==> config.mk <==
export PLATFORM = sky130hd
export DESIGN_NAME = dbg_subsystem
export DESIGN_NICKNAME = d
export VERILOG_FILES = /design/src/dbg_pkg.sv /design/src/dbg_subsystem.sv /design/src/debug_unit.sv /design/src/reg_bank.sv /design/src/pipe_tracker.sv
export SDC_FILE = /design/constraint.sdc
export NUM_CORES = 2
export LEC_CHECK = 0
export BUFFER_PORTS_ARGS = -buffer_cell sky130_fd_sc_hd__buf_2
export CORE_MARGIN = 1
export CORE_UTILIZATION = 45
export CTS_CLUSTER_SIZE = 25
export DETAILED_ROUTE_END_ITERATION = 16
export PLACE_DENSITY_LB_ADDON = 0.15
export SLEW_MARGIN = 25
export SYNTH_ARGS = -nofsm -noshare
export SYNTH_HDL_FRONTEND = slang
export SYNTH_HIERARCHICAL = 1
export SYNTH_SLANG_ARGS = --single-unit
==> constraint.sdc <==
create_clock -name clk -period 3.1 [get_ports clk]
set_clock_uncertainty 0.1 [all_clocks]
set_input_delay 0.62 -clock clk [delete_from_list [all_inputs] [get_ports clk]]
set_output_delay 0.62 -clock clk [all_outputs]
set_load 0.02 [all_outputs]
==> src/dbg_pkg.sv <==
//////////////////////////////
// shared constants and types for the debug subsystem
// address map of the debug port, register bit positions
// and the break state encoding
// import with dbg_pkg::* in the module header
//////////////////////////////

package dbg_pkg;

  //////////////////////////////
  // vector types
  //////////////////////////////

  // host address and data words
  typedef logic [15:0] dbg_addr_t;
  typedef logic [31:0] dbg_data_t;

  // register indices
  typedef logic [4:0]  gpr_idx_t;
  typedef logic [2:0]  spr_idx_t;

  // stop reason field of DSR
  typedef logic [1:0]  dsr_t;

  //////////////////////////////
  // sizes
  //////////////////////////////

  // pipeline stages modelled by the tracker
  localparam int PIPE_DEPTH = 4;

  // special purpose register bank
  localparam int       N_SPR          = 8;
  localparam spr_idx_t SPR_RETIRE_IDX = 3'd0;

  //////////////////////////////
  // address map
  //////////////////////////////

  // upper 5 bits select the debug register group
  localparam logic [4:0]  DBG_REG_PREFIX = 5'b00110;
  // upper 6 bits select the GPRs
  localparam logic [5:0]  GPR_PREFIX     = 6'b000001;

  // offsets inside the debug register group
  localparam logic [10:0] ADDR_DMR1 = 11'd16;
  localparam logic [10:0] ADDR_DMR2 = 11'd17;
  localparam logic [10:0] ADDR_DSR  = 11'd20;

  // bit positions in the data word
  localparam int DMR1_ST_BIT   = 22;  // single-step enable
  localparam int DMR2_EN_BIT   = 12;  // trap break enable
  localparam int DMR2_STAT_BIT = 22;  // break taken status
  localparam int DSR_LSB       = 6;   // low bit of stop reason

  // break control states
  typedef enum logic [1:0] {
    Idle,
    Trap,
    DebugStall,
    StallCore
  } bp_state_e;

endpackage
==> src/dbg_subsystem.sv <==
//////////////////////////////
// debug subsystem top
// pipeline tracker and register bank side by side,
// joined by the debug unit toward the host port
//////////////////////////////

`timescale 1ns/1ps

module dbg_subsystem
  import dbg_pkg::*;
(
  input  logic      clk,
  input  logic      rst_n,

  // host port
  input  logic      dbg_stall_i,
  input  logic      dbg_strobe_i,
  input  logic      dbg_we_i,
  input  dbg_addr_t dbg_addr_i,
  input  dbg_data_t dbg_wdata_i,
  output logic      dbg_bp_o,
  output logic      dbg_ack_o,
  output dbg_data_t dbg_rdata_o,

  // core side
  input  logic      issue_i,
  input  logic      issue_trap_i,
  output logic      core_stalled_o,
  output dsr_t      dbg_dsr_o
);

  // debug unit to tracker
  logic flush_pipe;
  logic stall_core;
  logic st_en;

  // tracker status
  logic pipe_flushed;
  logic trap;
  logic retire;

  // register bank access
  logic      gpr_sel;
  logic      spr_sel;
  logic      rf_we;
  dbg_addr_t rf_addr;
  dbg_data_t rf_wdata;
  dbg_data_t rf_rdata;

  pipe_tracker u_pipe (
    .clk          (clk),
    .rst_n        (rst_n),
    .issue_i      (issue_i),
    .issue_trap_i (issue_trap_i),
    .flush_i      (flush_pipe),
    .stall_i      (stall_core),
    .st_en_i      (st_en),
    .retire_o     (retire),
    .trap_o       (trap),
    .flushed_o    (pipe_flushed)
  );

  reg_bank u_regs (
    .clk       (clk),
    .rst_n     (rst_n),
    .gpr_sel_i (gpr_sel),
    .spr_sel_i (spr_sel),
    .we_i      (rf_we),
    .addr_i    (rf_addr),
    .wdata_i   (rf_wdata),
    .rdata_o   (rf_rdata),
    .retire_i  (retire)
  );

  debug_unit u_dbg (
    .clk            (clk),
    .rst_n          (rst_n),
    .dbg_stall_i    (dbg_stall_i),
    .dbg_bp_o       (dbg_bp_o),
    .dbg_strobe_i   (dbg_strobe_i),
    .dbg_ack_o      (dbg_ack_o),
    .dbg_we_i       (dbg_we_i),
    .dbg_addr_i     (dbg_addr_i),
    .dbg_wdata_i    (dbg_wdata_i),
    .dbg_rdata_o    (dbg_rdata_o),
    .st_en_o        (st_en),
    .dsr_o          (dbg_dsr_o),
    .stall_core_o   (stall_core),
    .flush_pipe_o   (flush_pipe),
    .pipe_flushed_i (pipe_flushed),
    .trap_i         (trap),
    .gpr_sel_o      (gpr_sel),
    .spr_sel_o      (spr_sel),
    .rf_we_o        (rf_we),
    .rf_addr_o      (rf_addr),
    .rf_wdata_o     (rf_wdata),
    .rf_rdata_i     (rf_rdata)
  );

  // core held while the break lasts
  assign core_stalled_o = stall_core;

endmodule

==> src/debug_unit.sv <==
//////////////////////////////
// debug controller
// break FSM for host stall, trap and single step,
// DMR1/DMR2/DSR registers and the two-level address decode
// register access is acked only while the core sits in StallCore
//////////////////////////////

`timescale 1ns/1ps

module debug_unit
  import dbg_pkg::*;
(
  input  logic      clk,
  input  logic      rst_n,

  // host port
  input  logic      dbg_stall_i,
  output logic      dbg_bp_o,
  input  logic      dbg_strobe_i,
  output logic      dbg_ack_o,
  input  logic      dbg_we_i,
  input  dbg_addr_t dbg_addr_i,
  input  dbg_data_t dbg_wdata_i,
  output dbg_data_t dbg_rdata_o,

  // core control
  output logic      st_en_o,
  output dsr_t      dsr_o,
  output logic      stall_core_o,
  output logic      flush_pipe_o,
  input  logic      pipe_flushed_i,
  input  logic      trap_i,

  // register bank access
  output logic      gpr_sel_o,
  output logic      spr_sel_o,
  output logic      rf_we_o,
  output dbg_addr_t rf_addr_o,
  output dbg_data_t rf_wdata_o,
  input  dbg_data_t rf_rdata_i
);

  // break FSM
  bp_state_e state_q, state_d;

  // debug registers with only the implemented bits
  logic dmr1_st_q;
  logic dmr2_en_q;
  logic dmr2_stat_q;
  dsr_t dsr_q;

  // decode
  logic is_dbg;
  logic is_gpr;
  logic dbg_wr;

  //////////////////////////////
  // break FSM
  //////////////////////////////

  // host access only while fully stopped
  assign dbg_ack_o = dbg_strobe_i && (state_q == StallCore);

  always_comb
  begin
    state_d      = state_q;
    stall_core_o = 1'b0;
    flush_pipe_o = 1'b0;
    dbg_bp_o     = 1'b0;
    case (state_q)
      Idle:
      begin
        // host stall wins over a trap in the same cycle
        if (dbg_stall_i)
        begin
          flush_pipe_o = 1'b1;
          state_d      = DebugStall;
        end
        // single step breaks on every retire without the enable
        else if (trap_i && (dmr2_en_q || dmr1_st_q))
        begin
          state_d = Trap;
        end
      end
      Trap:
      begin
        // wait for the drain before signalling the host
        if (pipe_flushed_i)
        begin
          dbg_bp_o = 1'b1;
          state_d  = StallCore;
        end
      end
      DebugStall:
      begin
        flush_pipe_o = 1'b1;
        if (pipe_flushed_i)
          state_d = StallCore;
      end
      StallCore:
      begin
        stall_core_o = 1'b1;
        // run again once the host lets go
        if (!dbg_stall_i)
          state_d = Idle;
      end
      default:
      begin
        state_d = Idle;
      end
    endcase
  end

  //////////////////////////////
  // address decode
  //////////////////////////////

  // first level selects the debug register group
  assign is_dbg = (dbg_addr_i[15:11] == DBG_REG_PREFIX);
  // second level selects the GPR window
  assign is_gpr = !is_dbg && (dbg_addr_i[15:10] == GPR_PREFIX);

  // selects follow the ack so nothing moves outside a break
  assign gpr_sel_o = dbg_ack_o && is_gpr;
  assign spr_sel_o = dbg_ack_o && !is_dbg && !is_gpr;
  assign rf_we_o   = (gpr_sel_o || spr_sel_o) && dbg_we_i;

  // bank picks its own index bits
  assign rf_addr_o  = dbg_addr_i;
  assign rf_wdata_o = dbg_wdata_i;

  // debug register write this cycle
  assign dbg_wr = dbg_ack_o && is_dbg && dbg_we_i;

  //////////////////////////////
  // read data
  //////////////////////////////

  always_comb
  begin
    dbg_rdata_o = '0;
    if (dbg_ack_o && !dbg_we_i)
    begin
      if (is_dbg)
      begin
        case (dbg_addr_i[10:0])
          ADDR_DMR1:
            dbg_rdata_o[DMR1_ST_BIT] = dmr1_st_q;
          ADDR_DMR2:
          begin
            dbg_rdata_o[DMR2_EN_BIT]   = dmr2_en_q;
            dbg_rdata_o[DMR2_STAT_BIT] = dmr2_stat_q;
          end
          ADDR_DSR:
            dbg_rdata_o[DSR_LSB +: 2] = dsr_q;
          default:
            dbg_rdata_o = '0;
        endcase
      end
      else
      begin
        // GPR or SPR straight from the bank
        dbg_rdata_o = rf_rdata_i;
      end
    end
  end

  //////////////////////////////
  // registers
  //////////////////////////////

  always_ff @(posedge clk or negedge rst_n)
  begin
    if (!rst_n)
    begin
      state_q     <= Idle;
      dmr1_st_q   <= 1'b0;
      dmr2_en_q   <= 1'b0;
      dmr2_stat_q <= 1'b0;
      dsr_q       <= '0;
    end
    else
    begin
      state_q <= state_d;
      // break taken on trap
      if (dbg_bp_o)
        dmr2_stat_q <= 1'b1;
      if (dbg_wr)
      begin
        case (dbg_addr_i[10:0])
          ADDR_DMR1:
            dmr1_st_q <= dbg_wdata_i[DMR1_ST_BIT];
          ADDR_DMR2:
          begin
            dmr2_en_q   <= dbg_wdata_i[DMR2_EN_BIT];
            // any write acknowledges the break
            dmr2_stat_q <= 1'b0;
          end
          ADDR_DSR:
            dsr_q <= dbg_wdata_i[DSR_LSB +: 2];
          default:
            dsr_q <= dsr_q;
        endcase
      end
    end
  end

  // core side views
  assign st_en_o = dmr1_st_q;
  assign dsr_o   = dsr_q;

  //////////////////////////////
  // checks
  //////////////////////////////

  // host only touches registers with an empty pipeline
  a_ack_empty_pipe: assert property (
    @(posedge clk) disable iff (!rst_n)
    dbg_ack_o |-> pipe_flushed_i
  ) else $error("register access with instructions in flight");

endmodule

==> src/reg_bank.sv <==
//////////////////////////////
// GPR array and SPR bank of the core model
// debug side reads are combinational, writes land at the next edge
// SPR_RETIRE_IDX counts retired instructions
//////////////////////////////

`timescale 1ns/1ps

module reg_bank
  import dbg_pkg::*;
(
  input  logic      clk,
  input  logic      rst_n,

  // debug access
  input  logic      gpr_sel_i,
  input  logic      spr_sel_i,
  input  logic      we_i,
  input  dbg_addr_t addr_i,
  input  dbg_data_t wdata_i,
  output dbg_data_t rdata_o,

  // retire pulse from the pipeline
  input  logic      retire_i
);

  // storage
  dbg_data_t gpr_q [32];
  dbg_data_t spr_q [N_SPR];

  // index fields of the address
  gpr_idx_t gpr_idx;
  spr_idx_t spr_idx;

  // write strobes
  logic gpr_we;
  logic spr_we;
  logic cnt_wr;

  //////////////////////////////
  // decode
  //////////////////////////////

  // GPR from low 5 bits, SPR from low 3 bits
  assign gpr_idx = addr_i[4:0];
  assign spr_idx = addr_i[2:0];

  assign gpr_we = we_i && gpr_sel_i;
  assign spr_we = we_i && spr_sel_i;

  // host write to the retire counter
  assign cnt_wr = spr_we && (spr_idx == SPR_RETIRE_IDX);

  //////////////////////////////
  // GPR array
  //////////////////////////////

  always_ff @(posedge clk or negedge rst_n)
  begin
    if (!rst_n)
    begin
      for (int i = 0; i < 32; i++)
        gpr_q[i] <= '0;
    end
    else if (gpr_we)
    begin
      gpr_q[gpr_idx] <= wdata_i;
    end
  end

  //////////////////////////////
  // SPR bank
  //////////////////////////////

  always_ff @(posedge clk or negedge rst_n)
  begin
    if (!rst_n)
    begin
      for (int i = 0; i < N_SPR; i++)
        spr_q[i] <= '0;
    end
    else
    begin
      // plain SPR write
      if (spr_we)
        spr_q[spr_idx] <= wdata_i;
      // counter step, host write to it has priority
      if (retire_i && !cnt_wr)
        spr_q[SPR_RETIRE_IDX] <= spr_q[SPR_RETIRE_IDX] + dbg_data_t'(1);
    end
  end

  //////////////////////////////
  // read mux
  //////////////////////////////

  always_comb
  begin
    rdata_o = '0;
    if (gpr_sel_i)
      rdata_o = gpr_q[gpr_idx];
    else if (spr_sel_i)
      rdata_o = spr_q[spr_idx];
  end

  // decoder selects one target at most
  a_one_sel: assert property (
    @(posedge clk) disable iff (!rst_n)
    !(gpr_sel_i && spr_sel_i)
  ) else $error("GPR and SPR selected together");

endmodule

==> src/pipe_tracker.sv <==
//////////////////////////////
// occupancy model of the core pipeline
// one valid and one trap bit per stage, shifted every cycle
// issue enters stage 0 unless flush or stall holds it off,
// the last stage gives the retire pulse and the trap level
//////////////////////////////

`timescale 1ns/1ps

module pipe_tracker
  import dbg_pkg::*;
(
  input  logic clk,
  input  logic rst_n,

  // issue side of the core
  input  logic issue_i,
  input  logic issue_trap_i,

  // control from the debug unit
  input  logic flush_i,
  input  logic stall_i,
  input  logic st_en_i,

  // status back to the debug unit and the register bank
  output logic retire_o,
  output logic trap_o,
  output logic flushed_o
);

  // per-stage occupancy
  logic [PIPE_DEPTH-1:0] valid_q;
  logic [PIPE_DEPTH-1:0] trap_q;

  // new entry for stage 0
  logic issue_ok;

  //////////////////////////////
  // entry gating
  //////////////////////////////

  // no new work while draining or held
  assign issue_ok = issue_i && !flush_i && !stall_i;

  //////////////////////////////
  // stage shift
  //////////////////////////////

  always_ff @(posedge clk or negedge rst_n)
  begin
    if (!rst_n)
    begin
      valid_q <= '0;
      trap_q  <= '0;
    end
    else
    begin
      // stage 0 takes the issue, the rest move one step on
      valid_q <= {valid_q[PIPE_DEPTH-2:0], issue_ok};
      // trap flag only travels with a valid entry
      trap_q  <= {trap_q[PIPE_DEPTH-2:0], issue_ok && issue_trap_i};
    end
  end

  //////////////////////////////
  // outputs
  //////////////////////////////

  // last stage leaves the pipe this cycle
  assign retire_o = valid_q[PIPE_DEPTH-1];

  // trap instruction retiring, or any retire in single step
  assign trap_o = retire_o && (trap_q[PIPE_DEPTH-1] || st_en_i);

  // empty pipe
  assign flushed_o = ~|valid_q;

  //////////////////////////////
  // checks
  //////////////////////////////

  // an empty pipe cannot produce a retire in the next cycle
  a_no_retire_after_empty: assert property (
    @(posedge clk) disable iff (!rst_n)
    $past(flushed_o) |-> !$rose(retire_o)
  ) else $error("retire after empty pipeline");

endmodule

Word level (Yosys, flattened, before mapping)
Cells that the tools add are included.
{"block": "totals", "reg_bits": 1295, "input_bits": 55, "output_inout_bits": 37, "wordCells": 137}
{"block": "classes", "n_addsub": 1, "magnitude_cmp": 4, "eq_ne": 11, "mux": 34, "n_bitwise": 2, "reduce_logical": 38}
{"operator": "1024-bit bitwise mux", "count": 1}
{"operator": "32-bit 2-to-1 mux", "count": 11}
{"operator": "256-bit bitwise mux", "count": 1}
{"operator": "256-bit 2-to-1 mux", "count": 1}
{"operator": "32-bit binary-select mux with 5-bit select", "count": 1}
{"operator": "32-bit demux with 5-bit select", "count": 1}
{"operator": "32-bit binary-select mux with 3-bit select", "count": 1}
{"operator": "32-bit demux with 3-bit select", "count": 1}
{"operator": "11-bit by 5-bit equality test with 1-bit output (second input constant)", "count": 3}
{"operator": "32-bit by 1-bit adder with 32-bit output (second input constant)", "count": 1}
{"operator": "1-bit logical AND", "count": 20}
{"operator": "2-bit 2-to-1 mux", "count": 5}
{"operator": "1-bit 2-to-1 mux", "count": 8}
{"operator": "6-bit by 1-bit equality test with 1-bit output (second input constant)", "count": 1}
{"operator": "6-bit >= comparator (second input constant)", "count": 1}
{"operator": "1-bit logical NOT", "count": 6}
{"operator": "6-bit by 1-bit < comparator with 1-bit output (second input constant)", "count": 1}
{"operator": "5-bit inverter with 6-bit output", "count": 1}
{"operator": "2-bit case mux with 3 select lines", "count": 1}
{"operator": "2-bit AND reduction", "count": 3}
{"operator": "5-bit by 3-bit equality test with 1-bit output (second input constant)", "count": 1}
{"operator": "2-bit equality test (second input constant)", "count": 2}
{"operator": "4-bit >= comparator (second input constant)", "count": 1}
{"operator": "4-bit by 1-bit < comparator with 1-bit output (second input constant)", "count": 1}
{"operator": "12 further kinds", "count": 16}

Logic depth before layout (Yosys ltp)
{"block": "depth", "ltp_word": 12, "ltp_mapped": 11, "mapped_depth_nobuf": 9}

Hierarchy
The synthesis kept the hierarchy.
{"module": "reg_bank", "n_inst": 1, "cells_per_inst": 4156, "area_each_um2": 58496.1, "seq_area_each_um2": 32030.7}
{"module": "debug_unit", "n_inst": 1, "cells_per_inst": 144, "area_each_um2": 1137.3, "seq_area_each_um2": 175.2}
{"module": "pipe_tracker", "n_inst": 1, "cells_per_inst": 12, "area_each_um2": 240.2, "seq_area_each_um2": 200.2}

Worst setup path before layout
Ideal clock, no wire load.
{"block": "synth_path", "kind": "input -> output", "from": "input dbg_addr_i[0]", "to": "output dbg_rdata_o[6]", "t_arrival_ns": 2.512, "t_required_ns": 2.380, "slack_ns": -0.132, "stages": 10, "n_path_buf": 4, "cell_sequence": "buf_4 buf_2 buf_6 buf_2 mux4_2 mux2_2 a21oi_1 a31oi_1 a22oi_1 nor2_1"}
{"block": "synth_between", "elab_chain_len": 8, "elab_cells_between_ends": 14}
{"item": "start, declared", "line": "dbg_subsystem.sv:19", "text": "input dbg_addr_t dbg_addr_i,"}
{"item": "branches (longest 5 deep; another with 32-bit binary-select mux with 5-bit select)"}
{"item": "32-bit 2-to-1 mux *", "line": "reg_bank.sv:100", "text": "if (gpr_sel_i)"}
{"item": "via rf_rdata[6]", "line": "dbg_subsystem.sv:48", "text": "dbg_data_t rf_rdata;"}
{"item": "32-bit 2-to-1 mux *", "line": "debug_unit.sv:144", "text": "if (is_dbg)"}
{"item": "32-bit 2-to-1 mux *", "line": "debug_unit.sv:142", "text": "if (dbg_ack_o && !dbg_we_i)"}
{"item": "end, declared", "line": "dbg_subsystem.sv:23", "text": "output dbg_data_t dbg_rdata_o,"}
Mark *: on every way through the listed nets, which the timed path passes. The select of a mux whose other input is x is not followed.

Worst setup path in the final report
{"block": "layout_path", "from": "input dbg_addr_i[0]", "to": "output dbg_rdata_o[23]"}
The elaborated chain is that of the path after synthesis.

==> flow_summary.yaml <==
global_route:
  grt_use_met2_pct: 45.5
  use_met1_pct: 37.8
  grt_remaining_overflow: 0
  grt_pass1_wl_mm: 276
  grt_use_total_pct: 27.8
  antenna_found_initial: 3
  use_met3_pct: 4.02
  grt_pass1_vias: 39993
  busiest_layer: "met2"
  grt_max_degree: 96
critical_path:
  slowest_delay_ps: 480
  crit_type: "input pin to output pin"
  critPathLaunchType: "input pin"
  crit_fanout: 8
  reg2reg_depth: 10
  worst_path_max_delay_cell: "nor4_4"
  ff2ff_setup_slack_ps: 160
  worstPathArrival_ps: 2690
  crit_path_end_kind: "output pin"
  crit_chain: "buf_16 > buf_12 > buf_4 > mux2i_1 > o22ai_1 > nor4_4 > buf_4 > a31oi_2 > and2_4 > buf_6"
  r2r_start: "u_dbg/state_q[0]"
  cp_common_cell: "buf_4"
  path_buf_inv: 5
  crit_required_ps: 2380
  cp_top_family: "buffers and inverters"
  timing.rr.end: "u_regs/gpr_q[105]"
routing:
  wire_per_inst_um: 28.5
  ant_nets: 0
  initialDrtViolationCount: 2586
  vias_per_cell: 5.84
  drc: 0
  firstDrtPassIters: 5
  vias: 38216
  finalWirelength_mm: 186
final_layout:
  nFillCells: 10547
  regArea_sq_mm: 0.0324
  area_growth_pct: 25.1
  instances_no_fill: 6541
  final_nets: 4728
  drive_gt1_share_pct: 52.4
  multi_input_area_sq_mm: 0.0275
flow_run:
  drv_cap: 0
clock_tree:
  clk_latency_ps: 800
  clockRootBuffer: "clkbuf_16"
  max-clock-path-buffers: 3
  cts_tree: "done"
  clk_pin_slew_ps: 50
  numCtsBuffers: 148
  h-tree-depth: 4
  cts.sink_count: 1295
placed_design:
  placed_cells: 6159
  hpwl_mm: 120
  gp_congestion: 0.842
  numPortBuffers: 91
yosys:
  synth_nets: 4361
  syn_avg_cell_area_sq_um: 13.9
  netlist_instances: 4301
  synth_area_sq_mm: 0.0598
  ys_warn_count: 6
timing:
  rsz0062_at_grt: "true"
  finalSetupViolCount: 32
  finalCritPeriodShare_pct: 110
  fin_setup_tns_ps: -7800
  fmax_mhz: 294
  tightest_slew_ps: 917
  max-slew-margin-rel_pct: 38.9
  final_hold_viol_count: 0
  fin_ws_ps: -306
  period_minus_slack_ps: 3410
  report.final.slew_viol_count: 0
outcome:
  violations: "negative setup slack"
  status: "complete, but fails checks"
worst_hold_path:
  holdPathStages: 2
  min_path_type: "input pin to flop"
  hold_path_end: "u_pipe/trap_q[0]"
  min_from: "issue_trap_i"
floorplan:
  io_pins: 92
  die-height_um: 367
  die_area_sq_mm: 0.134
  start_util_pct: 45.4
  die_x_um: 367
  rows: 133
  core_sq_mm: 0.132
power:
  power.density_mw_per_mm2: 532
  leakage_nw: 36.0
  ir_worst_vdd_mv: 0.584
[layout make-up]
type	instances	share of cell area, %
Antenna cell	1	0.00334
Clock buffer	223	5.84
Clock inverter	44	0.676
Inverter	5	0.0318
Multi-Input combinational cell	2560	36.8
Sequential cell	1295	43.3
Tap cell	1755	2.94
Timing Repair Buffer	658	10.4
[worst max-delay path by stage]
stage	startpoint	end	slack [ps]	cells after the start
floorplan	dbg_addr_i[1]	dbg_rdata_o[6]	2	10
CTS	u_dbg/state_q[1]	dbg_rdata_o[30]	-340	11
global route	u_dbg/state_q[0]	dbg_rdata_o[22]	-340	11
global placement	dbg_addr_i[0]	dbg_rdata_o[21]	-1090	10
finish	dbg_addr_i[0]	dbg_rdata_o[23]	-310	10
detailed placement	dbg_addr_i[3]	dbg_rdata_o[23]	-1090	13
[layer usage]
metal,up-vias,share of wire (%)
met5,-,0.0070
met4,2,3.6
met3,303,4.2
met2,849,49
met1,20526,44
li1,16536,-
[timing repair]
action	4_1_cts	5_1_grt
hold buffers	3	0
hold endpoints to repair	51	0
cloned	13	4
setup buffers	69	37
setup endpoints to repair	32	32
pin swaps	69	55
gates resized for setup	371	153
[through the flow]
stage | cell area [sq um] | setup slack, ps | total power (W) | hold WS [ps] | utilization [%]
after floorplan | 59900 | 2.39 | 0.0201 | 224 | -
after global placement | 65900 | -1090 | 0.0218 | 233 | 50.1
after detailed placement | 65900 | -1090 | 0.0218 | 235 | 50.1
after CTS | 73700 | -339 | 0.0400 | 27.4 | 56.0
after global routing | 74800 | -341 | 0.0413 | 61.0 | 56.8
final | 74800 | -306 | 0.0398 | 81.1 | 56.8
[where the power goes]
part	total, W	internal (W)	leakage (nW)	switching [W]
sequential	0.0180	0.0175	17.9	0.000441
combinational	0.00438	0.00201	15.6	0.00237
clock	0.0175	0.0102	2.41	0.00727
total	0.0398	0.0298	36.0	0.0101
[registers in the layout (all words and copies together) (netlist names)]
name and flops:
u_dbg/dmr2_en_q 1, u_dbg/dmr2_stat_q 1, u_dbg/dsr_o 2, u_dbg/st_en_o 1, u_dbg/state_q 2, u_pipe/trap_q 4
u_pipe/valid_q 4, u_regs/gpr_q 1024, u_regs/spr_q 256
[cell usage in the layout (no fill, tap or decap), drive strengths merged, types with 2 or more instances in the layout]
cell and instances:
nand2 58, nand3b 3, and2 34, o21ai 30
xnor2 10, a21oi 32, dfrtp 1295, bufbuf 5
nor2 44, mux2i 513, nor3 12, mux4 64
o21a 2, nand2b 11, buf 646, mux2 1287
a22oi 3, nand4 14, dlygate4sd3 3, nor4 71
clkinv 28, clkbuf 227, inv 16, a31oi 34
nand3 22, or4 2, or3 4, or2 10
ha 5, o22ai 256, xor2 21, and3 10
bufinv 5
No activity file was read; power rests on OpenSTA's default activity.
